===== config.mk =====
export PLATFORM = sky130hd
export DESIGN_NAME = spi_master_top
export DESIGN_NICKNAME = d
export VERILOG_FILES = /design/src/verilog/spi_types_pkg.sv /design/src/verilog/spi_ctrl_pkg.sv /design/src/verilog/spi_byte_ctrl.sv /design/src/verilog/spi_sclk_gen.sv /design/src/verilog/spi_shift_reg.sv /design/src/verilog/spi_master_top.sv
export SDC_FILE = /design/constraint.sdc
export NUM_CORES = 1
export LEC_CHECK = 0
export ABC_CLOCK_PERIOD_IN_PS = 8400
export BUFFER_PORTS_ARGS = -buffer_cell sky130_fd_sc_hd__buf_4
export CORE_ASPECT_RATIO = 2
export CORE_MARGIN = 2
export CORE_UTILIZATION = 60
export CTS_CLUSTER_DIAMETER = 120
export CTS_CLUSTER_SIZE = 40
export DETAILED_ROUTE_END_ITERATION = 10
export PLACE_DENSITY = 0.83
export SETUP_SLACK_MARGIN = 0.15
export SLEW_MARGIN = 30
export SYNTH_ARGS = -nofsm -noshare
export SYNTH_HDL_FRONTEND = slang
export SYNTH_SLANG_ARGS = --single-unit

===== constraint.sdc =====
create_clock -name clk -period 8.4 [get_ports clk]
set_clock_uncertainty 0.2 [all_clocks]
set_input_delay 0.42 -clock clk [delete_from_list [all_inputs] [get_ports clk]]
set_output_delay 0.42 -clock clk [all_outputs]
set_load 0.005 [all_outputs]

===== src/verilog/spi_types_pkg.sv =====
`default_nettype none

package spi_types_pkg;

	// payload and divider widths
	localparam int DATA_W    = 8;
	localparam int CLK_DIV_W = 16;

	// one byte on the wire
	typedef logic [DATA_W-1:0] data_byte_t;

	// half-period length in system clocks
	typedef logic [CLK_DIV_W-1:0] clk_div_t;

	// phase strobes from the byte controller to the datapath
	typedef struct packed {
		// capture the transmit byte
		logic load;
		// a low phase begins, put the next bit on mosi
		logic drive;
		// end of low phase, sclk rises and miso is taken
		logic sample;
		// end of high phase, sclk falls and shifters advance
		logic shift;
		// byte finished
		logic done;
	} spi_strobe_t;

endpackage : spi_types_pkg

`default_nettype wire


===== src/verilog/spi_ctrl_pkg.sv =====
`default_nettype none

package spi_ctrl_pkg;

	// bits moved in one transfer
	localparam int BITS_PER_BYTE = 8;

	// wide enough to hold the bit index
	localparam int BIT_CNT_W = 4;

	typedef logic [BIT_CNT_W-1:0] bit_cnt_t;

	// index of the final bit, msb first
	localparam bit_cnt_t LAST_BIT = bit_cnt_t'(BITS_PER_BYTE - 1);

	// one byte transfer, mode 0
	typedef enum logic [2:0] {
		// waiting for a request
		IDLE,
		// transmit byte is captured here
		READY,
		// serial clock low half
		DCLK_L,
		// serial clock high half
		DCLK_H,
		// last bit done, ack follows
		DONE
	} byte_state_e;

endpackage : spi_ctrl_pkg

`default_nettype wire


===== src/verilog/spi_byte_ctrl.sv =====
`default_nettype none

module spi_byte_ctrl
	import spi_types_pkg::*;
	import spi_ctrl_pkg::*;
(
	input  logic        clk,
	input  logic        rst_n,

	// host request level
	input  logic        i_wr_req,

	// terminal count from the clock generator
	input  logic        i_half_end,

	output logic        o_run,
	output spi_strobe_t o_strobe
);

	byte_state_e state;
	byte_state_e state_d;
	bit_cnt_t    bit_cnt;

	logic low_end;
	logic high_end;
	logic last_bit;
	logic done_q;

	assign low_end  = (state == DCLK_L) && i_half_end;
	assign high_end = (state == DCLK_H) && i_half_end;
	assign last_bit = (bit_cnt == LAST_BIT);

	// half-period counter only runs inside the bit phases
	assign o_run = (state == DCLK_L) || (state == DCLK_H);

	always_comb begin
		state_d = state;
		case (state)
			IDLE: begin
				if (i_wr_req) begin
					state_d = READY;
				end
			end
			READY: begin
				state_d = DCLK_L;
			end
			DCLK_L: begin
				if (i_half_end) begin
					state_d = DCLK_H;
				end
			end
			DCLK_H: begin
				if (i_half_end) begin
					state_d = last_bit ? DONE : DCLK_L;
				end
			end
			DONE: begin
				state_d = IDLE;
			end
			default: begin
				state_d = IDLE;
			end
		endcase
	end

	always_ff @(posedge clk or negedge rst_n) begin
		if (!rst_n) begin
			state <= IDLE;
		end else begin
			state <= state_d;
		end
	end

	// counts completed high phases
	always_ff @(posedge clk or negedge rst_n) begin
		if (!rst_n) begin
			bit_cnt <= '0;
		end else if (state == IDLE) begin
			bit_cnt <= '0;
		end else if (high_end) begin
			bit_cnt <= bit_cnt + bit_cnt_t'(1);
		end
	end

	// ack comes one cycle after DONE, doubles as the done strobe
	always_ff @(posedge clk or negedge rst_n) begin
		if (!rst_n) begin
			done_q <= 1'b0;
		end else begin
			done_q <= (state == DONE);
		end
	end

	always_comb begin
		o_strobe        = '0;
		o_strobe.load   = (state == READY);
		// first low phase, then every low phase after a non-final bit
		o_strobe.drive  = (state == READY) || (high_end && !last_bit);
		o_strobe.sample = low_end;
		o_strobe.shift  = high_end;
		o_strobe.done   = done_q;
	end

endmodule : spi_byte_ctrl

`default_nettype wire


===== src/verilog/spi_sclk_gen.sv =====
`default_nettype none

module spi_sclk_gen
	import spi_types_pkg::*;
(
	input  logic        clk,
	input  logic        rst_n,

	// half-period length, at least 1
	input  clk_div_t    i_clk_div,

	input  logic        i_run,
	input  spi_strobe_t i_strobe,

	output logic        o_half_end,
	output logic        o_sclk
);

	clk_div_t half_cnt;
	clk_div_t last_cnt;

	assign last_cnt = i_clk_div - clk_div_t'(1);

	// single place where the terminal count is tested
	assign o_half_end = i_run && (half_cnt == last_cnt);

	always_ff @(posedge clk or negedge rst_n) begin
		if (!rst_n) begin
			half_cnt <= '0;
		end else if (!i_run || o_half_end) begin
			half_cnt <= '0;
		end else begin
			half_cnt <= half_cnt + clk_div_t'(1);
		end
	end

	// idles low for mode 0
	always_ff @(posedge clk or negedge rst_n) begin
		if (!rst_n) begin
			o_sclk <= 1'b0;
		end else if (i_strobe.sample) begin
			o_sclk <= 1'b1;
		end else if (i_strobe.shift) begin
			o_sclk <= 1'b0;
		end
	end

endmodule : spi_sclk_gen

`default_nettype wire


===== src/verilog/spi_shift_reg.sv =====
`default_nettype none

module spi_shift_reg
	import spi_types_pkg::*;
(
	input  logic        clk,
	input  logic        rst_n,

	input  spi_strobe_t i_strobe,
	input  data_byte_t  i_data_in,

	input  logic        i_miso,
	output logic        o_mosi,

	output data_byte_t  o_data_out
);

	data_byte_t tx_q;
	data_byte_t tx_d;
	data_byte_t rx_q;
	data_byte_t data_q;

	// next transmit word, also feeds mosi so a bit is on the pin a full phase early
	always_comb begin
		tx_d = tx_q;
		if (i_strobe.load) begin
			tx_d = i_data_in;
		end else if (i_strobe.shift) begin
			tx_d = tx_q << 1;
		end
	end

	always_ff @(posedge clk) begin
		tx_q <= tx_d;
	end

	// msb first
	always_ff @(posedge clk or negedge rst_n) begin
		if (!rst_n) begin
			o_mosi <= 1'b0;
		end else if (i_strobe.done) begin
			o_mosi <= 1'b0;
		end else if (i_strobe.drive) begin
			o_mosi <= tx_d[DATA_W-1];
		end
	end

	// miso enters at the lsb on each rising sclk
	always_ff @(posedge clk) begin
		if (i_strobe.load) begin
			rx_q <= '0;
		end else if (i_strobe.sample) begin
			rx_q <= {rx_q[DATA_W-2:0], i_miso};
		end
	end

	// received byte, held until the next transfer ends
	always_ff @(posedge clk or negedge rst_n) begin
		if (!rst_n) begin
			data_q <= '0;
		end else if (i_strobe.done) begin
			data_q <= rx_q;
		end
	end

	// new byte already visible in the ack cycle
	assign o_data_out = i_strobe.done ? rx_q : data_q;

endmodule : spi_shift_reg

`default_nettype wire


===== src/verilog/spi_master_top.sv =====
`default_nettype none

module spi_master_top
	import spi_types_pkg::*;
(
	input  logic       clk,
	input  logic       rst_n,

	// host side
	input  logic       i_cs_ctrl,
	input  clk_div_t   i_clk_div,
	input  logic       i_wr_req,
	output logic       o_wr_ack,
	input  data_byte_t i_data_in,
	output data_byte_t o_data_out,

	// spi pins
	output logic       o_spi_cs,
	output logic       o_spi_dclk,
	output logic       o_spi_mosi,
	input  logic       i_spi_miso
);

	logic        run;
	logic        half_end;
	spi_strobe_t strobe;

	// chip select is the host's level, not sequenced here
	assign o_spi_cs = i_cs_ctrl;

	assign o_wr_ack = strobe.done;

	spi_byte_ctrl u_ctrl (
		.clk        (clk),
		.rst_n      (rst_n),
		.i_wr_req   (i_wr_req),
		.i_half_end (half_end),
		.o_run      (run),
		.o_strobe   (strobe)
	);

	spi_sclk_gen u_sclk (
		.clk        (clk),
		.rst_n      (rst_n),
		.i_clk_div  (i_clk_div),
		.i_run      (run),
		.i_strobe   (strobe),
		.o_half_end (half_end),
		.o_sclk     (o_spi_dclk)
	);

	spi_shift_reg u_shift (
		.clk        (clk),
		.rst_n      (rst_n),
		.i_strobe   (strobe),
		.i_data_in  (i_data_in),
		.i_miso     (i_spi_miso),
		.o_mosi     (o_spi_mosi),
		.o_data_out (o_data_out)
	);

endmodule : spi_master_top

`default_nettype wire


# After elaboration in Yosys (flattened, before gate mapping)
# Cells that the tools add are included.
# Widths: inputs -> output; s select.
[word_totals] register_bits=50 inputBits=29 out_inout_bits=12 elab_cells=52
[op_classes] mux=15 n_addsub=3 eq_ne=9 reduce_logical=15
[ops] operator="$mux 8" count=3
[ops] operator="$add 16x1->16 const B" count=1
[ops] operator="$eq 16x16->1" count=1
[ops] operator="$mux 16" count=1
[ops] operator="$sub 16x1->16 const B" count=1
[ops] operator="$mux 3" count=4
[ops] operator="$pmux 3 s4" count=1
[ops] operator="$mux 4" count=2
[ops] operator="$reduce_bool 2->1" count=4
[ops] operator="$eq 3x2->1 const B" count=2
[ops] operator="$add 4x1->4 const B" count=1
[ops] operator="$eq 4x3->1 const B" count=1
[ops] operator="$logic_and 1x1->1" count=4
[ops] operator="$mux 1" count=4
[ops] operator="$ne 2x1->1 const B" count=2
[ops] operator="$eq 3x1->1 const B" count=1
[ops] operator="$eq 3x3->1 const B" count=1
[ops] operator="$logic_not 3->1" count=1
[ops] operator="$logic_or 1x1->1" count=3
[ops] operator="$reduce_and 3->1" count=1
[ops] operator="$logic_not 1->1" count=2
[ops] operator="$ne 2x2->1 const B" count=1

# Longest topological paths before layout
# Gate-level depths: netlist of run 1.
[depth] word_depth=8 depth_mapped=11 mapped_depth_nobuf=9

# By module
# A second synthesis of run 1 with hierarchy kept.
[unflattened] hier_cells=293 area_unflattened_um2=2909.0
[by_module_without_submodules] module="spi_sclk_gen" seq_area_each_um2=425.4 cells_each=178 instances=1 area_per_inst_um2=1468.9
[by_module_without_submodules] module="spi_shift_reg" seq_area_each_um2=615.6 cells_each=71 instances=1 area_per_inst_um2=980.9
[by_module_without_submodules] module="spi_byte_ctrl" seq_area_each_um2=200.2 cells_each=43 instances=1 area_per_inst_um2=451.7
[by_module_without_submodules] module="spi_master_top" seq_area_each_um2=0.0 cells_each=1 instances=1 area_per_inst_um2=7.5

# Worst setup path after synthesis of run 1
# OpenSTA, ideal clock, no wires.
[synth_timing] path_kind="input -> register" from="input i_clk_div[5]" to="register u_shift.tx_q[0], enable pin" path_slack_ns=4.647 arrival_ns=3.173 path_stages=9 required_time_ns=7.819 n_path_buf=3 setup_time_ns=0.381 path_cell_list="clkbuf_8 -> or4_2 -> nor3_1 -> xnor2_1 -> o211ai_1 -> or4_1 -> clkbuf_1 -> clkbuf_1 -> o21ai_0"
[synth_between] elab_chain_cells=5
[synth_lines] item="from (decl)" line="spi_master_top.sv:11" text="input clk_div_t i_clk_div,"
[synth_lines] item="$sub 16x1->16" line="spi_sclk_gen.sv:22" text="assign last_cnt = i_clk_div - clk_div_t'(1);"
[synth_lines] item="$eq 16x16->1" line="spi_sclk_gen.sv:25" text="assign o_half_end = i_run && (half_cnt == last_cnt);"
[synth_lines] item="$logic_and 1x1->1" line="spi_sclk_gen.sv:25"
[synth_lines] item="$logic_and 1x1->1" line="spi_byte_ctrl.sv:30" text="assign high_end = (state == DCLK_H) && i_half_end;"
[synth_lines] item="$reduce_bool 2->1 (no source line)"
[synth_lines] item="to (signal assigned)" line="spi_shift_reg.sv:34" text="tx_q <= tx_d;"
[synth_lines] item="to (decl)" line="spi_shift_reg.sv:18" text="data_byte_t tx_q;"
# No other way between the ends.
# A chain may end at the register's enable or synchronous reset.

# Final worst setup path of run 1
[layout_timing] from="input i_clk_div[0]" to="register u_shift.tx_q[4], enable pin"
# Same word-level chain as after synthesis.

==> flow_metrics.env, run 1 <==
export IMPL_cts_htree_levels=2
export IMPL_clock_latency_ns=0.31
export IMPL_worstPathRequired_ns=8.14
export IMPL_hold_path_class="in2reg"
export IMPL_max_vdd_ir_drop_mv=0.188
export IMPL_clockBufferDepth=2
export IMPL_drt_iter0_markers=48
export IMPL_start_util=0.623
export IMPL_rsz0062_at_grt="false"
export IMPL_die_w_um=53.1
export IMPL_met3WireLength_um=199
export IMPL_synth_edff_count=7
export IMPL_cts_sinks=49
export IMPL_postLayoutSetupSlackWorst_ns=4.70
export IMPL_ant_nets=0
export IMPL_ys_types=61
export IMPL_cpMaxStageDelayCell="or4_1"
export IMPL_hold_slack_ns=0.207
export IMPL_wl_per_cell_um=16.8
export IMPL_p_per_area_mw_per_mm2=163
export IMPL_dpl_cell_area_mm2=0.00312
export IMPL_ys_seq_area_frac=0.422
export IMPL_cp_arrival_ns=3.44
export IMPL_ys_flop_type="dfrtp_1"
export IMPL_timing_final_crit_share=0.441
export IMPL_antenna_cells=0
export IMPL_crit_type="in2reg"
export IMPL_slew_headroom=0.535
export IMPL_grt_use_total=0.260
export IMPL_yosys_warnings=0
export IMPL_worst_path_buf_inv=2
export IMPL_crit_path_end_kind="flip-flop"
export IMPL_slowest_delay_ns=0.87
export IMPL_p_leak_nw=1.33
export IMPL_status="completed"
export IMPL_postCtsSetupRepairBufs=0
export IMPL_p_total_uw=532
export IMPL_worstMarginPinSlew_ns=0.680
export IMPL_ios=41
export IMPL_die_area_mm2=0.00543
export IMPL_cap_viol_max_count=0
export IMPL_pre_cts_slack_ns=4.11
export IMPL_core_area_mm2=0.00464
export IMPL_cts_resized=0
export IMPL_fin_nets=355
export IMPL_dp_hpwl_mm=4.74
export IMPL_fp_row_count=35
export IMPL_cp_max_fo=23
export IMPL_fin_util=0.703
export IMPL_layoutNonFillerInstCount=379
export IMPL_max_freq_ghz=0.270
export IMPL_cts_buffers=5
export IMPL_final_max_slew_viol_count=0
export IMPL_fill_cells=381
export IMPL_path_delay_family="simple AND/OR/NAND/NOR gates"
export IMPL_postLayoutCellArea_mm2=0.00326
export IMPL_overflow=0
export IMPL_drc_errors=0
export IMPL_synth_async_sr_flop_share=0.694
export IMPL_tns_ns=0
export IMPL_grt_pass1_vias=2368
export IMPL_root_buffer="clkbuf_8"
export IMPL_place_congestion=0.823
export IMPL_top_layer="met4"
export IMPL_num_vias=2388
export IMPL_routed_wl_mm=6.37
export IMPL_syn_area_mm2=0.00289
export IMPL_setup_viol=0
export IMPL_grt_antenna_before_repair=0
export IMPL_area_growth_pct=12.8
export IMPL_start_kind="input port"
export IMPL_grt_first_pass_wirelength_mm=10.5
export IMPL_finalHoldViolations=0
export IMPL_ys_ff_latch=49
export IMPL_wl_met2_mm=3.60
export IMPL_syn_avg_cell_area_um2=9.81
export IMPL_drive_gt1_frac=0.213
export IMPL_syn_num_nets=327
export IMPL_grt_max_degree=35
export IMPL_numPortBuffers=38
export IMPL_place_inst=370
export IMPL_cts_tree="built"
export IMPL_drt_vias_per_instance=6.30
export IMPL_cts_clk_slew_worst_paths_ns=0.08
export IMPL_dr_pass1_iters=4
export IMPL_ctsHoldBuffers=1
export IMPL_post_route_min_period_ns=3.70
export IMPL_path_cells="buf_4, inv_1, ha_1, nor3b_2, a31oi_1, nor4_1, o211ai_1, or4_1, o21ai_1"
export IMPL_syn_inst=295
export IMPL_die_y_um=102
export IMPL_met1_length_mm=2.37
==> where the power goes <==
| part | switching, mW | internal (mW) | total, mW |
|---|---|---|---|
| Combinational | 0.0397 | 0.0379 | 0.0776 |
| Sequential | 0.0195 | 0.250 | 0.270 |
| Clock | 0.0786 | 0.106 | 0.185 |
==> cell usage after synthesis, drive strengths merged (3+ instances only) <==
library cell | number | area, um2
nand4 | 3 | 18.8
nand2 | 15 | 56.3
nor2 | 31 | 116
nor2b | 3 | 18.8
dfxtp | 8 | 160
and3 | 6 | 38.8
dfrtp | 34 | 851
o211ai | 3 | 22.5
or4 | 9 | 68.8
inv | 3 | 11.3
clkbuf | 15 | 87.6
mux2 | 8 | 90.1
nand4b | 10 | 87.6
xor2 | 16 | 140
nand2b | 3 | 18.8
ha | 3 | 37.5
nor4 | 9 | 71.3
a22o | 6 | 52.6
a21oi | 12 | 60.1
xnor2 | 14 | 123
buf | 4 | 41.3
edfxtp | 7 | 210
nor3b | 3 | 27.5
nor3 | 9 | 45.0
o21ai | 13 | 65.1
nand3 | 12 | 60.1
and2 | 3 | 18.8
==> path summary, 6_finish.rpt <==
| path | from | endpoint | slack, ns | cells past startpoint |
|---|---|---|---|---|
| worst max-delay path | i_clk_div[0] | u_shift.tx_q[4] | 4.70 | 9 |
| min in group asynchronous | rst_n | u_shift.data_q[5] | 0.39 | 2 |
| worst max register to register | u_sclk.half_cnt[10] | u_shift.tx_q[4] | 4.90 | 6 |
| worst min register to register | u_ctrl.bit_cnt[3] | u_ctrl.state[2] | 0.28 | 1 |
| worst min-delay path | i_data_in[0] | u_shift.tx_q[0] | 0.21 | 2 |
| max in group asynchronous | rst_n | u_shift.data_q[0] | 7.28 | 2 |
==> cells by family after synthesis <==
kind of cell | after synthesis | synth area share
flops | 49 | 0.422
mux | 8 | 0.0311
fa+ha+maj | 3 | 0.0130
compound gates | 55 | 0.132
buf+inv | 23 | 0.0523
xor+xnor | 30 | 0.0908
simple gates | 127 | 0.259
==> routing by layer <==
layer	global-route usage	vias up
met4	0.112	0
li1	-	1149
met1	0.275	1147
met2	0.490	74
met5	0	-
met3	0.0307	18
==> final cells by class <==
cell class | instances | area, um2 | share of cell area
tap | 55 | 68.8 | 0.0211
sequential | 49 | 1220 | 0.374
clock inverter | 2 | 35.0 | 0.0107
multi-input combinational | 223 | 1520 | 0.467
timing repair buffer | 41 | 310 | 0.0951
clock buffer | 6 | 93.8 | 0.0287
inverter | 3 | 11.3 | 0.00345
==> layout by cell type (no fill, tap or decap), types with 2 or more instances in the layout <==
master / instances
nor3b_1: 2
nor2_1: 30
o31ai_1: 2
o31a_1: 2
nand3_1: 12
clkbuf_8: 5
a31oi_1: 2
dfrtp_1: 34
o2111ai_1: 2
inv_1: 3
nand4_1: 3
and3_1: 5
o211ai_1: 3
or2b_2: 2
nor2b_1: 3
a21oi_1: 12
nor4_1: 8
mux2_2: 8
nand4b_1: 10
nand2_1: 15
buf_4: 40
a22o_1: 6
xnor2_1: 14
nand2b_1: 3
edfxtp_1: 7
o21ai_0: 12
ha_1: 3
nor3_1: 9
and4_2: 2
and2_1: 3
xor2_1: 16
dfxtp_1: 8
or4_1: 8
==> registers in the layout, indices dropped and copies added (netlist names) <==
register and cells:
u_shift.rx_q 8, u_shift.o_mosi 1, u_shift.tx_q 7, u_ctrl.bit_cnt 4, u_shift.data_q 8, u_ctrl.done_q 1
u_ctrl.state 3, u_sclk.half_cnt 16, u_sclk.o_sclk 1
(Power assumes the default switching activity.)
==> run 2, diff against run 1 <==
--- a/config.mk
+++ b/config.mk
@@ -5,15 +5,16 @@
 export SDC_FILE = /design/constraint.sdc
 export NUM_CORES = 1
 export LEC_CHECK = 0
-export ABC_CLOCK_PERIOD_IN_PS = 8400
+export ABC_AREA = 1
+export ABC_CLOCK_PERIOD_IN_PS = 3250
 export BUFFER_PORTS_ARGS = -buffer_cell sky130_fd_sc_hd__buf_4
 export CORE_ASPECT_RATIO = 2
 export CORE_MARGIN = 2
-export CORE_UTILIZATION = 60
+export CORE_UTILIZATION = 52
 export CTS_CLUSTER_DIAMETER = 120
 export CTS_CLUSTER_SIZE = 40
 export DETAILED_ROUTE_END_ITERATION = 10
-export PLACE_DENSITY = 0.83
+export PLACE_DENSITY = 0.76
 export SETUP_SLACK_MARGIN = 0.15
 export SLEW_MARGIN = 30
 export SYNTH_ARGS = -nofsm -noshare
==> constraint.sdc (replaced) <==
create_clock -name clk -period 3.25 [get_ports clk]
set_clock_uncertainty 0.2 [all_clocks]
set_input_delay 0.1625 -clock clk [delete_from_list [all_inputs] [get_ports clk]]
set_output_delay 0.1625 -clock clk [all_outputs]
set_load 0.005 [all_outputs]
==> run 2 against run 1 <==
Against the previous run:
- combinational power rose to 2.7 times the previous value
- routed wire length decreased by 5.7%
- largest cell class unchanged
- sequential share of layout area decreased by 2.0 points
- worst setup slack got worse by 3.8 ns
==> flow_metrics.env, run 2 <==
export IMPL_place_congestion=0.841
export IMPL_reg2reg_to="u_sclk.half_cnt[14]"
export IMPL_final_common_cell="nand2_1"
export IMPL_internal_power_uw=976
export IMPL_yosysMostFrequentCell="nand2_1"
export IMPL_syn_inst=374
export IMPL_p_switching_uw=366
export IMPL_finalHoldViolations=0
export IMPL_timing_final_crit_share=0.737
export IMPL_syn_num_nets=406
export IMPL_pwr_share_clk=0.335
export IMPL_slew_headroom=0.647
export IMPL_slowest_delay_ns=0.41
export IMPL_p_total_mw=1.34
export IMPL_drive_gt1_frac=0.218
export IMPL_ios=41
export IMPL_fin_util=0.641
export IMPL_pre_cts_slack_ns=0.687
export IMPL_status="completed"
export IMPL_dp_hpwl_mm=4.67
export IMPL_setup_viol=0
export IMPL_overflow=0
export IMPL_drc_errors=0
export IMPL_rsz0062_at_grt="false"
export IMPL_yosysTopAreaCellShare=0.288
export IMPL_ys_flop_type="dfrtp_1"
export IMPL_drt_iter0_markers=49
export IMPL_grt_use_total=0.205
export IMPL_wl_per_cell_um=12.3
export IMPL_die_area_mm2=0.00634
export IMPL_routed_wl_mm=6.01
export IMPL_cap_viol_max_count=0
export IMPL_ys_seq_area_frac=0.420
export IMPL_syn_area_mm2=0.00296
export IMPL_antenna_cells=0
export IMPL_crit_path_end_kind="flip-flop"
export IMPL_cts_sinks=50
export IMPL_fin_nets=458
export IMPL_multi_input_area_mm2=0.00147
export IMPL_die_w_um=57.3
export IMPL_final_max_slew_viol_count=0
export IMPL_cts_tree="built"
export IMPL_largest_reg_flops=16
export IMPL_hold_slack_ns=0.125
export IMPL_clock_latency_ns=0.32
export IMPL_regMostFlops="u_sclk.half_cnt"
export IMPL_grt_antenna_before_repair=0
export IMPL_register_area_mm2=0.00124
export IMPL_worstPathRequired_ns=3.27
export IMPL_path_delay_family="simple AND/OR/NAND/NOR gates"
export IMPL_fp_row_count=38
export IMPL_worstMarginPinSlew_ns=0.526
export IMPL_max_freq_ghz=0.418
export IMPL_path_cells="ha_1, nand4_1, nor2_1, nand2_1, nor3_1, nand3_1, nor3_1, nand3_1, nand2_1, nor2_1"
export IMPL_netSwitchingFraction=0.272
export IMPL_max_vdd_ir_drop_mv=0.488
export IMPL_grt_max_degree=35
export IMPL_synth_edff_count=7
export IMPL_synthTopCellsByCount="86 x nand2_1, 47 x inv_1, 38 x nor2_1, 34 x dfrtp_1, 24 x nand3_1"
export IMPL_reg2reg_depth=10
export IMPL_cp_arrival_ns=2.41
export IMPL_cts_resized=0
export IMPL_ctsHoldBuffers=11
export IMPL_yosys_warnings=0
export IMPL_place_inst=468
export IMPL_cts_clk_slew_worst_paths_ns=0.10
export IMPL_ant_nets=0
export IMPL_syn_avg_cell_area_um2=7.91
export IMPL_p_leak_nw=1.71
export IMPL_dr_pass1_iters=4
export IMPL_fill_cells=482
export IMPL_p_per_area_mw_per_mm2=383
export IMPL_dpl_cell_area_mm2=0.00328
export IMPL_p_seq_frac=0.508
export IMPL_die_y_um=111
export IMPL_num_vias=2516
export IMPL_postLayoutCellArea_mm2=0.00351
export IMPL_ys_ff_latch=50
export IMPL_yosys_top_cells_area="dfrtp_1 29%, nand2_1 11%, edfxtp_1 7.1%"
export IMPL_start_util=0.541
export IMPL_worst_path_buf_inv=0
export IMPL_numPortBuffers=38
export IMPL_drt_vias_per_instance=5.17
export IMPL_tns_ns=0
export IMPL_crit_type="reg2reg"
export IMPL_r2r_slack_ns=0.86
export IMPL_postCtsSetupRepairBufs=0
export IMPL_cts_htree_levels=2
export IMPL_r2r_start="u_sclk.half_cnt[0]"
export IMPL_p_comb_frac=0.157
export IMPL_ys_types=41
export IMPL_yosysTopAreaCell="dfrtp_1"
export IMPL_final_cell_mix="86 x nand2_1, 47 x inv_1, 40 x buf_4"
export IMPL_start_kind="flip-flop"
export IMPL_area_growth_pct=18.6
export IMPL_clockBufferDepth=2
export IMPL_hold_path_class="in2async"
export IMPL_synth_async_sr_flop_share=0.680
export IMPL_post_route_min_period_ns=2.39
export IMPL_cp_max_fo=5
export IMPL_grt_pass1_vias=2508
export IMPL_cpMaxStageDelayCell="dfrtp_1"
export IMPL_root_buffer="clkbuf_8"
export IMPL_layoutNonFillerInstCount=487
export IMPL_core_area_mm2=0.00547
export IMPL_grt_first_pass_wirelength_mm=10.3
export IMPL_cts_buffers=5
export IMPL_postLayoutSetupSlackWorst_ns=0.856
## run 2: cells by family after synthesis
kind of cell,count (synthesis),synth area share
buf+inv,57,0.0825
flops,50,0.420
compound gates,52,0.103
xor+xnor,15,0.0444
simple gates,197,0.338
fa+ha+maj,3,0.0127
## run 2: worst reg2reg max path, stage by stage, from the launching register on
cell	delay, ns
dfrtp_1	0.41
ha_1	0.24
nand4_1	0.15
nor2_1	0.17
nand2_1	0.09
nor3_1	0.28
nand3_1	0.15
nor3_1	0.28
nand3_1	0.15
nand2_1	0.12
nor2_1	0.05
## run 2: layout make-up
type                       instances  share of cell area
timing repair buffer              51               0.117
clock inverter                     3              0.0136
tap                               60              0.0214
clock buffer                       5              0.0196
inverter                          51              0.0546
multi-input combinational        267               0.420
sequential                        50               0.354
## run 2: power groups by stage
stage          Sequential (mW)  Combinational [mW]  Clock [mW]
6_report                 0.682               0.210       0.450
5_1_grt                  0.687               0.239       0.483
4_1_cts                  0.682               0.212       0.463
3_5_place_dp             0.695               0.200           0
3_3_place_gp             0.694               0.195           0
2_1_floorplan            0.689               0.136           0
## run 2: worst max path at each step
stage	start	to	slack, ns	depth (start not counted)
floorplan	i_clk_div[0]	u_shift.tx_q[0]	0.99	13
global placement	i_clk_div[0]	u_shift.tx_q[0]	0.73	13
detailed placement	i_clk_div[0]	u_shift.tx_q[0]	0.69	13
CTS	u_sclk.half_cnt[0]	u_sclk.half_cnt[14]	0.79	10
global route	u_sclk.half_cnt[0]	u_sclk.half_cnt[14]	0.51	10
finish	u_sclk.half_cnt[0]	u_sclk.half_cnt[14]	0.86	10
## run 2: layer usage
metal	vias up	wire length, um	global-route usage
met5	-	0	0
li1	1299	-	-
met1	1152	2160	0.195
met3	16	186	0.0340
met2	49	3460	0.396
met4	0	199	0.102
==> run 3, diff against run 2 <==
--- a/config.mk
+++ b/config.mk
@@ -6,15 +6,15 @@
 export NUM_CORES = 1
 export LEC_CHECK = 0
 export ABC_AREA = 1
-export ABC_CLOCK_PERIOD_IN_PS = 3250
+export ABC_CLOCK_PERIOD_IN_PS = 2300
 export BUFFER_PORTS_ARGS = -buffer_cell sky130_fd_sc_hd__buf_4
 export CORE_ASPECT_RATIO = 2
 export CORE_MARGIN = 2
-export CORE_UTILIZATION = 52
+export CORE_UTILIZATION = 57
 export CTS_CLUSTER_DIAMETER = 120
 export CTS_CLUSTER_SIZE = 40
 export DETAILED_ROUTE_END_ITERATION = 10
-export PLACE_DENSITY = 0.76
+export PLACE_DENSITY = 0.79
 export SETUP_SLACK_MARGIN = 0.15
 export SLEW_MARGIN = 30
 export SYNTH_ARGS = -nofsm -noshare
==> constraint.sdc (replaced) <==
create_clock -name clk -period 2.3 [get_ports clk]
set_clock_uncertainty 0.2 [all_clocks]
set_input_delay 0.115 -clock clk [delete_from_list [all_inputs] [get_ports clk]]
set_output_delay 0.115 -clock clk [all_outputs]
set_load 0.005 [all_outputs]
==> run 3 against run 2 <==
Against the previous run:
- global-route usage up 5.2 points
- routed wire length up 21%
- via count increased by 8.6%
- register-to-register slack got worse by 0.71 ns
- total power increased by 38%
- final area is 12% higher
- clock-buffer cell count unchanged
- combinational power up 72%
- sequential power up 42%
- first-iteration DRC count increased by 35%
- critical path depth increased by 4
- fmax up 11%
- largest cell class unchanged
==> flow_metrics.env, run 3 (synthesized netlist as in run 2, its figures left out) <==
export IMPL_status="completed"
export IMPL_grt_max_degree=35
export IMPL_die_w_um=54.9
export IMPL_root_buffer="clkbuf_8"
export IMPL_p_per_area_mw_per_mm2=473
export IMPL_overflow=0
export IMPL_clockBufferDepth=2
export IMPL_drc_errors=0
export IMPL_crit_path_start="u_sclk.half_cnt[13]"
export IMPL_num_vias=2733
export IMPL_timing_final_crit_share=0.936
export IMPL_rsz0062_at_grt="true"
export IMPL_wl_per_cell_um=14.4
export IMPL_finalHoldViolations=0
export IMPL_grt_pass1_vias=2598
export IMPL_dr_pass1_iters=4
export IMPL_r2r_start="u_sclk.half_cnt[13]"
export IMPL_worstMarginPinSlew_ns=0.776
export IMPL_final_common_cell="nand2_1"
export IMPL_slowest_delay_ns=0.47
export IMPL_drt_vias_per_instance=5.41
export IMPL_p_leak_nw=1.90
export IMPL_regMostFlops="u_sclk.half_cnt"
export IMPL_cts_htree_levels=2
export IMPL_grt_first_pass_wirelength_mm=11.2
export IMPL_clock_latency_ns=0.31
export IMPL_cts_buffers=5
export IMPL_cp_max_fo=6
export IMPL_die_area_mm2=0.00581
export IMPL_crit_path_end_kind="flip-flop"
export IMPL_crit_type="reg2reg"
export IMPL_place_congestion=0.790
export IMPL_cp_arrival_ns=2.21
export IMPL_cts_tree="built"
export IMPL_ant_nets=0
export IMPL_drive_gt1_frac=0.347
export IMPL_slew_headroom=0.481
export IMPL_setup_viol=0
export IMPL_largest_reg_flops=16
export IMPL_hold_path_class="in2out"
export IMPL_antenna_cells=0
export IMPL_cts_sinks=50
export IMPL_grt_antenna_before_repair=0
export IMPL_postLayoutSetupSlackWorst_ns=0.148
export IMPL_p_seq_frac=0.523
export IMPL_worstPathRequired_ns=2.36
export IMPL_ios=41
export IMPL_grt_use_total=0.258
export IMPL_cpMaxStageDelayCell="dfrtp_2"
export IMPL_die_y_um=106
export IMPL_pre_cts_slack_ns=-0.0739
export IMPL_max_freq_ghz=0.465
export IMPL_numPortBuffers=38
export IMPL_internal_power_mw=1.29
export IMPL_final_max_slew_viol_count=0
export IMPL_hold_slack_ns=0.0300
export IMPL_fin_nets=478
export IMPL_worst_path_most_repeated_cell="nand2_1"
export IMPL_core_area_mm2=0.00509
export IMPL_drt_iter0_markers=66
export IMPL_fp_row_count=37
export IMPL_area_growth_pct=32.7
export IMPL_p_comb_frac=0.195
export IMPL_p_switching_uw=566
export IMPL_dp_hpwl_mm=4.78
export IMPL_cap_viol_max_count=0
export IMPL_max_vdd_ir_drop_mv=0.556
export IMPL_routed_wl_mm=7.30
export IMPL_place_inst=476
export IMPL_final_cell_mix="81 x nand2_1, 50 x buf_4, 46 x inv_1"
export IMPL_netSwitchingFraction=0.305
export IMPL_pwr_share_clk=0.281
export IMPL_start_util=0.581
export IMPL_layoutNonFillerInstCount=505
export IMPL_cts_clk_slew_worst_paths_ns=0.10
export IMPL_path_cells="xor2_2, inv_1, nand3_1, nand2_1, nor2_2, nand3_2, nor2_4, nand3_4, buf_6, nand2_2, nand3_2, nand2_2, nand2_1, nand2_1"
export IMPL_start_kind="flip-flop"
export IMPL_tns_ns=0
export IMPL_post_route_min_period_ns=2.15
export IMPL_hp_start="i_cs_ctrl"
-- run 3: cell count changes in the layout (fill, tap and decap cells not counted), sizes merged --
cell	previous run	this run
buf	40	58
clkinvlp	0	1
bufinv	1	0
nand4	6	8
inv	51	50
clkinv	2	3
-- run 3: area by class of cell --
type / instances / area [um2]
Clock inverter: 3 / 21.3
Clock buffer: 5 / 68.8
Tap cell: 58 / 72.6
Fill cell: 353 / 1170
Sequential cell: 50 / 1250
Multi-Input combinational cell: 269 / 1740
Timing Repair Buffer: 69 / 579
Inverter: 51 / 194
-- run 3: through the flow --
stage | utilization | area [um2] | power (mW)
after floorplan | - | 2960 | 1.17
after global placement | 0.659 | 3350 | 1.26
after global routing | 0.770 | 3920 | 1.93
final | 0.770 | 3920 | 1.86
after detailed placement | 0.659 | 3350 | 1.27
after CTS | 0.709 | 3610 | 1.80
-- run 3: worst max-delay path, delay by kind of cell (launching register included) --
family	cells	cell delay [ns]
xor+xnor	1	0.21
simple gates	11	1.01
buf+inv	2	0.23
flops	1	0.47
-- run 3: power groups by stage --
| stage | clock (mW) | combinational (mW) | sequential [mW] |
|---|---|---|---|
| floorplan | 0 | 0.192 | 0.973 |
| global placement | 0 | 0.279 | 0.980 |
| detailed placement | 0 | 0.286 | 0.981 |
| CTS | 0.525 | 0.308 | 0.964 |
| global route | 0.555 | 0.396 | 0.978 |
| finish | 0.522 | 0.362 | 0.971 |
-- run 3: timing repair --
item,in CTS,in global routing
hold buffers,11,0
resized for setup,11,61
endpoints found under the setup margin,38,45
setup buffers,2,6
cloned,1,1
endpoints found under the hold margin,45,0
pin swaps,2,14
-- run 3: worst paths after layout --
path,endpoint,cells after the start,slack [ns]
hold reg to reg,u_shift.rx_q[7],2,0.25
setup reg to reg,u_shift.o_mosi,14,0.15
setup / recovery,u_shift.o_mosi,14,0.15
max in group asynchronous,u_sclk.half_cnt[13],2,1.48
min in group asynchronous,u_sclk.half_cnt[1],2,0.07
hold / removal,o_spi_cs,0,0.03
-- run 3: routing by layer --
metal | vias up | global-route usage | share of wire
met2 | 54 | 0.494 | 0.59
met3 | 13 | 0.0255 | 0.023
met1 | 1316 | 0.265 | 0.37
li1 | 1350 | - | -
met5 | - | 0 | 0
met4 | 0 | 0.0871 | 0.021
